<file path="src/verilog/stress_cfg.svh">
`ifndef STRESS_CFG_SVH
`define STRESS_CFG_SVH

// System clock rate in MHz
`define STRESS_CLOCK_FREQ_MHZ 100

// Clocks spent in the run phase of one stress run
`define STRESS_DURATION_CYCLES 200

// TCK frequency limit in MHz
`define STRESS_MAX_TOGGLE_RATE 50

// Slowest TCK, used by boundary minimum mode
`define STRESS_MIN_DIVIDER 16

// Clocks per power phase in power cycle mode
`define STRESS_POWER_PERIOD 40

// TDI scrambler start value
`define STRESS_LFSR_SEED 32'h12345678

`endif

</file>
<file path="src/verilog/stress_pkg.sv">
`default_nettype none

package stress_pkg;

    // Cycle and toggle counters
    typedef logic [31:0] cycle_count_t;

    // Frequency in MHz
    typedef logic [15:0] freq_t;

    // System clocks per TCK step
    typedef logic [15:0] divider_t;

    typedef logic [7:0] level_t;
    typedef logic [31:0] lfsr_t;

    // Stress mode codes as seen on the stress_mode input
    typedef enum logic [7:0] {
        MODE_HIGH_FREQ    = 8'd1,
        MODE_RAPID_TOGGLE = 8'd2,
        MODE_BOUNDARY_MIN = 8'd3,
        MODE_SUSTAINED    = 8'd6,
        MODE_POWER_CYCLE  = 8'd8
    } stress_mode_t;

    // Run sequencer states
    typedef enum logic [1:0] {
        ST_IDLE,
        ST_INIT,
        ST_RUN,
        ST_DONE
    } seq_state_t;

endpackage

`default_nettype wire

</file>
<file path="src/verilog/activity_monitor.sv">
`default_nettype none

`include "stress_cfg.svh"

module activity_monitor
    import stress_pkg::*;
(
    input  logic         clk,
    input  logic         reset,
    input  logic         start,
    input  logic         tck,
    input  divider_t     divider,
    output logic         boundary_violation,
    output cycle_count_t toggle_count,
    output cycle_count_t error_count,
    output freq_t        current_frequency,
    output freq_t        max_frequency_achieved
);

    logic  tck_d;
    logic  start_d;
    logic  tck_change;
    freq_t freq_new;

    assign tck_change = tck ^ tck_d;

    // TCK rate for the divider of the current run
    assign freq_new = freq_t'(`STRESS_CLOCK_FREQ_MHZ / 32'(divider));

    // Toggle and error counting
    always_ff @(posedge clk or posedge reset) begin
        if (reset) begin
            tck_d              <= 1'b0;
            toggle_count       <= '0;
            error_count        <= '0;
            boundary_violation <= 1'b0;
        end else if (start) begin
            // Generator drives TCK low on start, so no edge is seen next clock
            tck_d              <= 1'b0;
            toggle_count       <= '0;
            error_count        <= '0;
            boundary_violation <= 1'b0;
        end else begin
            tck_d <= tck;
            if (tck_change) begin
                toggle_count <= toggle_count + 32'd1;
                if (current_frequency > freq_t'(`STRESS_MAX_TOGGLE_RATE)) begin
                    error_count        <= error_count + 32'd1;
                    boundary_violation <= 1'b1;
                end
            end
        end
    end

    // Frequency tracking
    // Divider is latched in the start clock, so sample it one clock later
    always_ff @(posedge clk or posedge reset) begin
        if (reset) begin
            start_d                <= 1'b0;
            current_frequency      <= '0;
            max_frequency_achieved <= '0;
        end else begin
            start_d <= start;
            if (start_d) begin
                current_frequency <= freq_new;
                // Peak survives across runs
                if (freq_new > max_frequency_achieved) begin
                    max_frequency_achieved <= freq_new;
                end
            end
        end
    end

endmodule

`default_nettype wire

</file>
<file path="src/verilog/jtag_pattern_gen.sv">
`default_nettype none

`include "stress_cfg.svh"

module jtag_pattern_gen
    import stress_pkg::*;
(
    input  logic         clk,
    input  logic         reset,
    input  logic         start,
    input  logic         run,
    input  stress_mode_t mode,
    input  divider_t     divider,
    input  cycle_count_t run_count,
    output logic         tck,
    output logic         tms,
    output logic         tdi
);

    divider_t     step_cnt;
    cycle_count_t pwr_cnt;
    lfsr_t        lfsr;
    logic         power_on;
    logic         power_now;
    logic         power_flip;
    logic         step;
    logic [7:0]   rapid_pat;

    // Step when run_count is a multiple of the divider
    assign step = run && (step_cnt == '0);

    // Phase flips on every nonzero multiple of the power period
    assign power_flip = run && (run_count != '0) && (pwr_cnt == '0);

    // Flipped phase already applies in the clock of the flip
    assign power_now = power_flip ? ~power_on : power_on;

    // Rapid toggle walks through four TMS patterns
    always_comb begin
        case (run_count[7:6])
            2'd0:    rapid_pat = 8'h55;
            2'd1:    rapid_pat = 8'haa;
            2'd2:    rapid_pat = 8'hff;
            default: rapid_pat = 8'h00;
        endcase
    end

    always_ff @(posedge clk or posedge reset) begin
        if (reset) begin
            step_cnt <= '0;
            pwr_cnt  <= '0;
        end else if (start) begin
            step_cnt <= '0;
            pwr_cnt  <= '0;
        end else if (run) begin
            if (step_cnt == divider - 16'd1) begin
                step_cnt <= '0;
            end else begin
                step_cnt <= step_cnt + 16'd1;
            end
            if (pwr_cnt == cycle_count_t'(`STRESS_POWER_PERIOD - 1)) begin
                pwr_cnt <= '0;
            end else begin
                pwr_cnt <= pwr_cnt + 32'd1;
            end
        end
    end

    always_ff @(posedge clk or posedge reset) begin
        if (reset) begin
            tck      <= 1'b0;
            tms      <= 1'b0;
            tdi      <= 1'b0;
            lfsr     <= `STRESS_LFSR_SEED;
            power_on <= 1'b1;
        end else if (start) begin
            tck      <= 1'b0;
            tms      <= 1'b0;
            tdi      <= 1'b0;
            lfsr     <= `STRESS_LFSR_SEED;
            power_on <= 1'b1;
        end else if (run) begin
            power_on <= power_now;
            if (mode == MODE_POWER_CYCLE && !power_now) begin
                // Powered down, all pins held low
                tck <= 1'b0;
                tms <= 1'b0;
                tdi <= 1'b0;
            end else if (step) begin
                tck <= ~tck;
                case (mode)
                    MODE_HIGH_FREQ: begin
                        tms  <= rapid_pat_55(run_count[2:0]);
                        tdi  <= lfsr[0];
                        lfsr <= {lfsr[30:0], lfsr[31] ^ lfsr[21] ^ lfsr[1] ^ lfsr[0]};
                    end
                    MODE_RAPID_TOGGLE: begin
                        tms <= rapid_pat[run_count[2:0]];
                        tdi <= ~tdi;
                    end
                    MODE_BOUNDARY_MIN: begin
                        tms <= 1'b0;
                        tdi <= 1'b0;
                    end
                    MODE_POWER_CYCLE: begin
                        tms <= run_count[2];
                        tdi <= run_count[3];
                    end
                    // Sustained
                    default: begin
                        tms <= run_count[3];
                        tdi <= run_count[4];
                    end
                endcase
            end
        end
    end

    // Bit of the fixed 55 pattern used by high frequency mode
    function automatic logic rapid_pat_55(input logic [2:0] idx);
        logic [7:0] pat;
        pat = 8'h55;
        return pat[idx];
    endfunction

endmodule

`default_nettype wire

</file>
<file path="src/verilog/stress_sequencer.sv">
`default_nettype none

`include "stress_cfg.svh"

module stress_sequencer
    import stress_pkg::*;
(
    input  logic         clk,
    input  logic         reset,
    input  logic         enable,
    input  logic [7:0]   stress_mode,
    output logic         run,
    output logic         start,
    output logic         stress_complete,
    output stress_mode_t mode,
    output divider_t     divider,
    output level_t       stress_level,
    output cycle_count_t run_count,
    output cycle_count_t cycles_completed
);

    seq_state_t state;
    seq_state_t state_next;

    always_comb begin
        state_next = state;
        case (state)
            ST_IDLE: begin
                if (enable) begin
                    state_next = ST_INIT;
                end
            end
            ST_INIT: begin
                state_next = ST_RUN;
            end
            ST_RUN: begin
                // Last run clock has count DURATION-1
                if (cycles_completed == cycle_count_t'(`STRESS_DURATION_CYCLES - 1)) begin
                    state_next = ST_DONE;
                end
            end
            ST_DONE: begin
                if (!enable) begin
                    state_next = ST_IDLE;
                end
            end
            default: begin
                state_next = ST_IDLE;
            end
        endcase
    end

    always_ff @(posedge clk or posedge reset) begin
        if (reset) begin
            state            <= ST_IDLE;
            cycles_completed <= '0;
        end else begin
            state <= state_next;
            if (state == ST_INIT) begin
                cycles_completed <= '0;
            end else if (state == ST_RUN) begin
                cycles_completed <= cycles_completed + 32'd1;
            end
        end
    end

    // Mode decode, latched once per run
    always_ff @(posedge clk or posedge reset) begin
        if (reset) begin
            mode         <= MODE_SUSTAINED;
            divider      <= 16'd4;
            stress_level <= 8'h00;
        end else if (state == ST_INIT) begin
            case (stress_mode)
                MODE_HIGH_FREQ: begin
                    mode         <= MODE_HIGH_FREQ;
                    divider      <= 16'd1;
                    stress_level <= 8'hff;
                end
                MODE_RAPID_TOGGLE: begin
                    mode         <= MODE_RAPID_TOGGLE;
                    divider      <= 16'd2;
                    stress_level <= 8'hc0;
                end
                MODE_BOUNDARY_MIN: begin
                    mode         <= MODE_BOUNDARY_MIN;
                    divider      <= divider_t'(`STRESS_MIN_DIVIDER);
                    stress_level <= 8'h10;
                end
                MODE_POWER_CYCLE: begin
                    mode         <= MODE_POWER_CYCLE;
                    divider      <= 16'd4;
                    stress_level <= 8'h80;
                end
                // Sustained, and any unknown code
                default: begin
                    mode         <= MODE_SUSTAINED;
                    divider      <= 16'd4;
                    stress_level <= 8'h80;
                end
            endcase
        end
    end

    assign start           = (state == ST_INIT);
    assign run             = (state == ST_RUN);
    assign stress_complete = (state == ST_DONE);

    // Counter equals the run clock index while in RUN
    assign run_count = cycles_completed;

endmodule

`default_nettype wire

</file>
<file path="src/verilog/stress_tester.sv">
`default_nettype none

module stress_tester
    import stress_pkg::*;
(
    input  logic         clk,
    input  logic         reset,
    input  logic         enable,
    input  logic [7:0]   stress_mode,
    output logic         stress_tck,
    output logic         stress_tms,
    output logic         stress_tdi,
    output logic         stress_complete,
    output logic         boundary_violation,
    output cycle_count_t toggle_count,
    output cycle_count_t error_count,
    output cycle_count_t cycles_completed,
    output freq_t        max_frequency_achieved,
    output freq_t        current_frequency,
    output level_t       stress_level
);

    logic         run;
    logic         start;
    stress_mode_t mode;
    divider_t     divider;
    cycle_count_t run_count;

    // Run control and mode decode
    stress_sequencer seq_i (
        .clk              (clk),
        .reset            (reset),
        .enable           (enable),
        .stress_mode      (stress_mode),
        .run              (run),
        .start            (start),
        .stress_complete  (stress_complete),
        .mode             (mode),
        .divider          (divider),
        .stress_level     (stress_level),
        .run_count        (run_count),
        .cycles_completed (cycles_completed)
    );

    // JTAG pin drive
    jtag_pattern_gen gen_i (
        .clk       (clk),
        .reset     (reset),
        .start     (start),
        .run       (run),
        .mode      (mode),
        .divider   (divider),
        .run_count (run_count),
        .tck       (stress_tck),
        .tms       (stress_tms),
        .tdi       (stress_tdi)
    );

    // Watches TCK activity against the rate limit
    activity_monitor mon_i (
        .clk                    (clk),
        .reset                  (reset),
        .start                  (start),
        .tck                    (stress_tck),
        .divider                (divider),
        .boundary_violation     (boundary_violation),
        .toggle_count           (toggle_count),
        .error_count            (error_count),
        .current_frequency      (current_frequency),
        .max_frequency_achieved (max_frequency_achieved)
    );

endmodule

`default_nettype wire
</file>
<file path="config.mk">
export PLATFORM = sky130hd
export DESIGN_NAME = stress_tester
export DESIGN_NICKNAME = d
export VERILOG_FILES = /design/src/verilog/stress_pkg.sv /design/src/verilog/activity_monitor.sv /design/src/verilog/jtag_pattern_gen.sv /design/src/verilog/stress_sequencer.sv /design/src/verilog/stress_tester.sv
export VERILOG_INCLUDE_DIRS = /design/src /design/src/verilog
export SDC_FILE = /design/constraint.sdc
export NUM_CORES = 1
export LEC_CHECK = 0
export ABC_AREA = 1
export BUFFER_PORTS_ARGS = -buffer_cell sky130_fd_sc_hd__clkbuf_2
export CELL_PAD_IN_SITES_DETAIL_PLACEMENT = 0
export CELL_PAD_IN_SITES_GLOBAL_PLACEMENT = 1
export CORE_MARGIN = 2
export CORE_UTILIZATION = 39
export CTS_CLUSTER_SIZE = 40
export DETAILED_ROUTE_END_ITERATION = 16
export PLACE_DENSITY = 0.84
export SLEW_MARGIN = 20
export SYNTH_ARGS = -nofsm -noshare
export SYNTH_HDL_FRONTEND = slang
export SYNTH_SLANG_ARGS = --single-unit
</file>
<file path="constraint.sdc">
create_clock -name clk -period 43.6 [get_ports clk]
set_input_delay 0 -clock clk [delete_from_list [all_inputs] [get_ports clk]]
set_output_delay 0 -clock clk [all_outputs]
set_load 0.1 [all_outputs]
</file>
# Yosys cells after proc, flatten, opt, wreduce, memory -nomap -nowiden

Memory sizes are Yosys's and may differ from the RTL's.
Cells that the tools add are included.

Add/sub/neg operators: 6
Multiply operators: 0
Divide/modulo/power cells: 1
$lt $le $gt $ge: 3
Equality and inequality tests: 20
Shift-type cells: 0
Multiplexer cells: 50
Bitwise operators: 7
Reduce and logical (&&, ||, !) cells: 21

Operators with widths:

| kind                  | count |
|---|---|
| $mux 32               | 15 |
| $add 32x1->32 const B | 4 |
| $mux 16               | 3 |
| $pmux 8 s3            | 2 |
| $div 7x16->32 const A | 1 |
| $eq 32x6->1 const B   | 1 |
| $eq 32x8->1 const B   | 1 |
| $eq 8x2->1 const B    | 4 |
| $logic_not 32->1      | 1 |
| $reduce_bool 32->1    | 1 |
| $mux 1                | 21 |
| $add 16x1->16 const B | 1 |
| $eq 16x16->1          | 1 |
| $eq 8x1->1 const B    | 2 |
| $eq 8x4->1 const B    | 2 |
| $gt 16x16->1          | 1 |
| $gt 16x6->1 const B   | 1 |
| $logic_not 16->1      | 1 |
| $pmux 4 s4            | 1 |
| $sub 16x1->16 const B | 1 |
| $pmux 5 s3            | 1 |
| $reduce_bool 2->1     | 5 |
| $pmux 1 s4            | 2 |
| $pmux 2 s4            | 1 |
| 16 further kinds      | 34 |

Flip-flop bits (word level): 249
Bits in latches: 0
Memory bits (writable): 0
Bits in read-only memories: 8
Output and inout bits: 141
Word-level logic and storage cells: 128
Memories kept: 1

Memories:

| name             | words | bits a word | read ports | clocked after memory_dff | wr ports | RTL line                | RTL |
|---|---|---|---|---|---|---|---|
| (name not given) | 8     | 1           | 1          | 0                        | 0        | jtag_pattern_gen.sv:123 | `return pat[idx];` |

# Longest topological paths before layout

Depth after elaboration: 9
Gate-level depth with buffers: 367

# Modules after synthesis

From an unflattened synthesis, not the netlist that was laid out.

Cell total of the unflattened synthesis: 6096
Area total of the unflattened synthesis: 38230.4 um^2

By module, submodules not included:

| module           | times used | cells an instance | area an instance (um^2) | sequential area each (um^2) |
|---|---|---|---|---|
| activity_monitor | 1          | 4823              | 29384.4                 | 2477.4 |
| jtag_pattern_gen | 1          | 847               | 5780.5                  | 2119.5 |
| stress_sequencer | 1          | 426               | 3065.4                  | 1129.8 |

# Least setup slack after synthesis

Ideal clock, no wire load.

Path kind: flip-flop to flip-flop
From: register, netlist name seq_i.stress_level[5]
To: register mon_i.max_frequency_achieved[1]
Arrival: 45.822 ns
Slack: -2.355 ns
Cell stages (with the launch flop): 353
Path buffers: 37
Clock period less this slack: 45.955 ns
Cells stage by stage: dfrtp_1 -> buf_6 -> inv_6 -> clkbuf_8 -> clkbuf_1 -> clkbuf_8 -> clkbuf_8 -> clkbuf_8 -> clkbuf_1 -> ha_1 -> inv_2 -> nor3_1 -> ha_1 -> inv_1 -> nand2_1 -> nand2_2 -> nor2_4 -> ha_1 -> [... 317 more ...] -> ha_1 -> nand3_1 -> nor2_1 -> nand2_1 -> nand2_1 -> nor2_2 -> nand2_2 -> inv_1 -> ha_1 -> o211ai_1 -> nand2_1 -> o211ai_1 -> nand2_1 -> o211ai_1 -> nand3_1 -> dlygate4sd3_1 -> nand2_1 -> o21ai_0

RTL lines:

| element              | RTL line               | RTL |
|---|---|---|
| to (signal assigned) | activity_monitor.sv:68 | `max_frequency_achieved <= freq_new;` |
| to (decl)            | activity_monitor.sv:17 | `output freq_t max_frequency_achieved` |

==> flow_metrics.tcl <==
set metrics [dict create \
    track_usage_pct 23.6 \
    synth_area_leaders "nand2_1 15%, dfrtp_1 14%, inv_1 8.7%" \
    chipHeight_um 320 \
    start_util_pct 39.4 \
    layout_common_cells "1558 x nand2_1, 893 x inv_1, 711 x nor2_1" \
    cpMaxStageDelayCell "dfrtp_4" \
    fin_crit_ps 40480 \
    period_share_pct 92.8 \
    post-route-drc-count 0 \
    cp-start-kind "flip-flop" \
    clk_latency_ps 580 \
    cts_num_sinks 228 \
    relSlewSlack_pct 21.9 \
    crit_type "flip-flop to flip-flop" \
    synth_seq_area_share_pct 14.7 \
    port_buffers 151 \
    std_cell_rows 115 \
    ys_types 80 \
    syn_area_sq_mm 0.0389 \
    max_freq_ghz 0.0247 \
    die_w_um 320 \
    clk_pin_slew_worst_paths_ps 60 \
    placed_cell_area_sq_mm 0.0414 \
    worst_setup_path_end_kind "flip-flop" \
    hold_viol_final 0 \
    dp.cells 7752 \
    fin_ws_ps 3120 \
    fill_cells 10349 \
    grt_pass1_vias 37752 \
    detail_route.vias_per_cell 5.14 \
    drt-total-wl_um 125000 \
    hold-worst-slack_ps 64.7 \
    antenna_found_initial 4 \
    synth-seq-cells 228 \
    setup_violations 0 \
    worst_pin_slew_ps 1170 \
    grt_max_degree 117 \
    routabilityCongestion 0.999 \
    fp.coreArea_sq_mm 0.0986 \
    cp.required_ps 44080 \
    layout_commonest_cell "nand2_1" \
    cts-root-buf "clkbuf_16" \
    dr.pass1.iters 6 \
    numCtsBuffers 25 \
    drive_above_1_share_pct 24.4 \
    die_area_sq_mm 0.102 \
    syn_nets 6422 \
    slew_viol_final 0 \
    crit_top_cell "inv_1" \
    overflow 0 \
    synth_edf_count 0 \
    worst-path-max-fanout 18 \
    synth_top_area_share_pct 15.2 \
    avgSynthCellArea_sq_um 6.18 \
    diodes 0 \
    status "complete, no violations" \
    arrival_ps 40960 \
    dp_hpwl_um 101000 \
    synthCells 6285 \
    drt_iter0_markers 2859 \
    yosysWarnings 0 \
    grt_pass1_wl_um 201000 \
    place_ws_ps -1580 \
    nets 6739 \
    clk_path_buf_depth 3 \
    wl_per_cell_um 15.9 \
    final_area_sq_mm 0.0435 \
    io_pins 152 \
    drv_cap 0 \
    tritoncts "yes" \
    cts_max_level 1 \
    fin_cells 7907 \
    area_growth_pct 12.1 \
    worstHoldPathType "input pin to flip-flop" \
    yosys.area.top_type "nand2_1" \
    cp_slowest_stage_delay_ps 500 \
    ant_nets 0 \
    skew_ps 16.8 \
    vias 40633 \
    synthArstFlopShare_pct 100 \
    synth_top_flop_cell "dfrtp_1" \
]
path summary, 6_finish.rpt:
path / startpoint / endpoint / slack [ps] / cells after the start
setup / recovery: seq_i.stress_level[5] / mon_i.max_frequency_achieved[7] / 3120 / 313
hold / removal: stress_mode[3] / seq_i.divider[2] / 60 / 5
setup reg to reg: seq_i.stress_level[5] / mon_i.max_frequency_achieved[7] / 3120 / 313
hold reg to reg: seq_i.mode[2] / seq_i.mode[2] / 490 / 2
max in group asynchronous: reset / seq_i.cycles_completed[2] / 42080 / 4
min in group asynchronous: reset / mon_i.error_count[5] / 100 / 3
through the flow:
stage | TNS, ps | util [%]
after CTS | 0 | 43.0
after global placement | -1940 | 42.0
after floorplan | 0 | -
final | 0 | 44.2
after global routing | -3510 | 44.2
after detailed placement | -22140 | 42.0
worst max-delay path, delay by kind of cell (launching register included):
| family | cells | cell delay [ps] |
|---|---|---|
| AND/OR/NAND/NOR | 176 | 18760 |
| adder cells (fa/ha/maj) | 32 | 8900 |
| AO/OA/AOI/OAI | 47 | 6040 |
| buffers and inverters | 52 | 4920 |
| XOR/XNOR | 6 | 1060 |
| flip-flops | 1 | 500 |
cells in the mapped netlist (41+ instances only):
master / instances
nand3_2: 158
nor3_1: 99
nor2_4: 94
ha_1: 126
dfrtp_1: 211
nor2_1: 727
nand2_1: 1570
nand3_4: 47
inv_2: 75
inv_1: 905
xnor2_1: 41
nand2_4: 140
nand3b_1: 51
o21ai_0: 181
nand4_1: 219
nor2_2: 136
nand3_1: 528
a21oi_1: 153
xor2_1: 81
nand2_2: 292
metal layers:
layer	part of all wire, %	vias to the layer above	global-route usage (%)
met2	46	986	39.8
met1	47	18779	33.1
li1	-	20741	-
met5	0.016	-	0
met4	1.6	2	4.19
met3	4.8	125	2.07
registers in the layout (all words and copies together) (netlist names):
register                      count
seq_i.mode                        4
mon_i.start_d                     1
seq_i.state                       2
mon_i.toggle_count               32
mon_i.current_frequency          16
gen_i.tms                         1
mon_i.error_count                32
seq_i.divider                     3
gen_i.tdi                         1
mon_i.boundary_violation          1
gen_i.lfsr                       32
gen_i.pwr_cnt                    32
gen_i.tck                         1
gen_i.step_cnt                   16
seq_i.cycles_completed           32
gen_i.power_on                    1
mon_i.max_frequency_achieved     16
seq_i.stress_level                4
mon_i.tck_d                       1
logic make-up after synthesis:
logic type	after synthesis	share of synthesized area, %
flops	228	14.7
buf+inv	1139	13.1
compound gates	505	7.56
fa+ha+maj	126	4.06
simple gates	4164	57.7
xor+xnor	123	2.79
area by class of cell:
type,instances,area (sq um),area share [%]
well taps,1287,1610,3.70
multi-input cells,4926,28800,66.0
clock inverters,13,146,0.336
flip-flops and latches,228,5730,13.2
repair inverters,3,22.5,0.0517
clock buffers,32,682,1.57
inverters,1038,4070,9.34
repair buffers,380,2520,5.80
what timing repair did:
action                                  4_1_cts  5_1_grt
gates cloned                                  5        6
setup buffers                                 7       84
resized for setup                             9      112
endpoints found under the setup margin       17       19
hold buffers                                  8        0
pin swaps                                     5       50
endpoints found under the hold margin       114        0
Power is not shown: default switching activity piles up to over one toggle a cycle in this logic, so the estimate is an artifact.
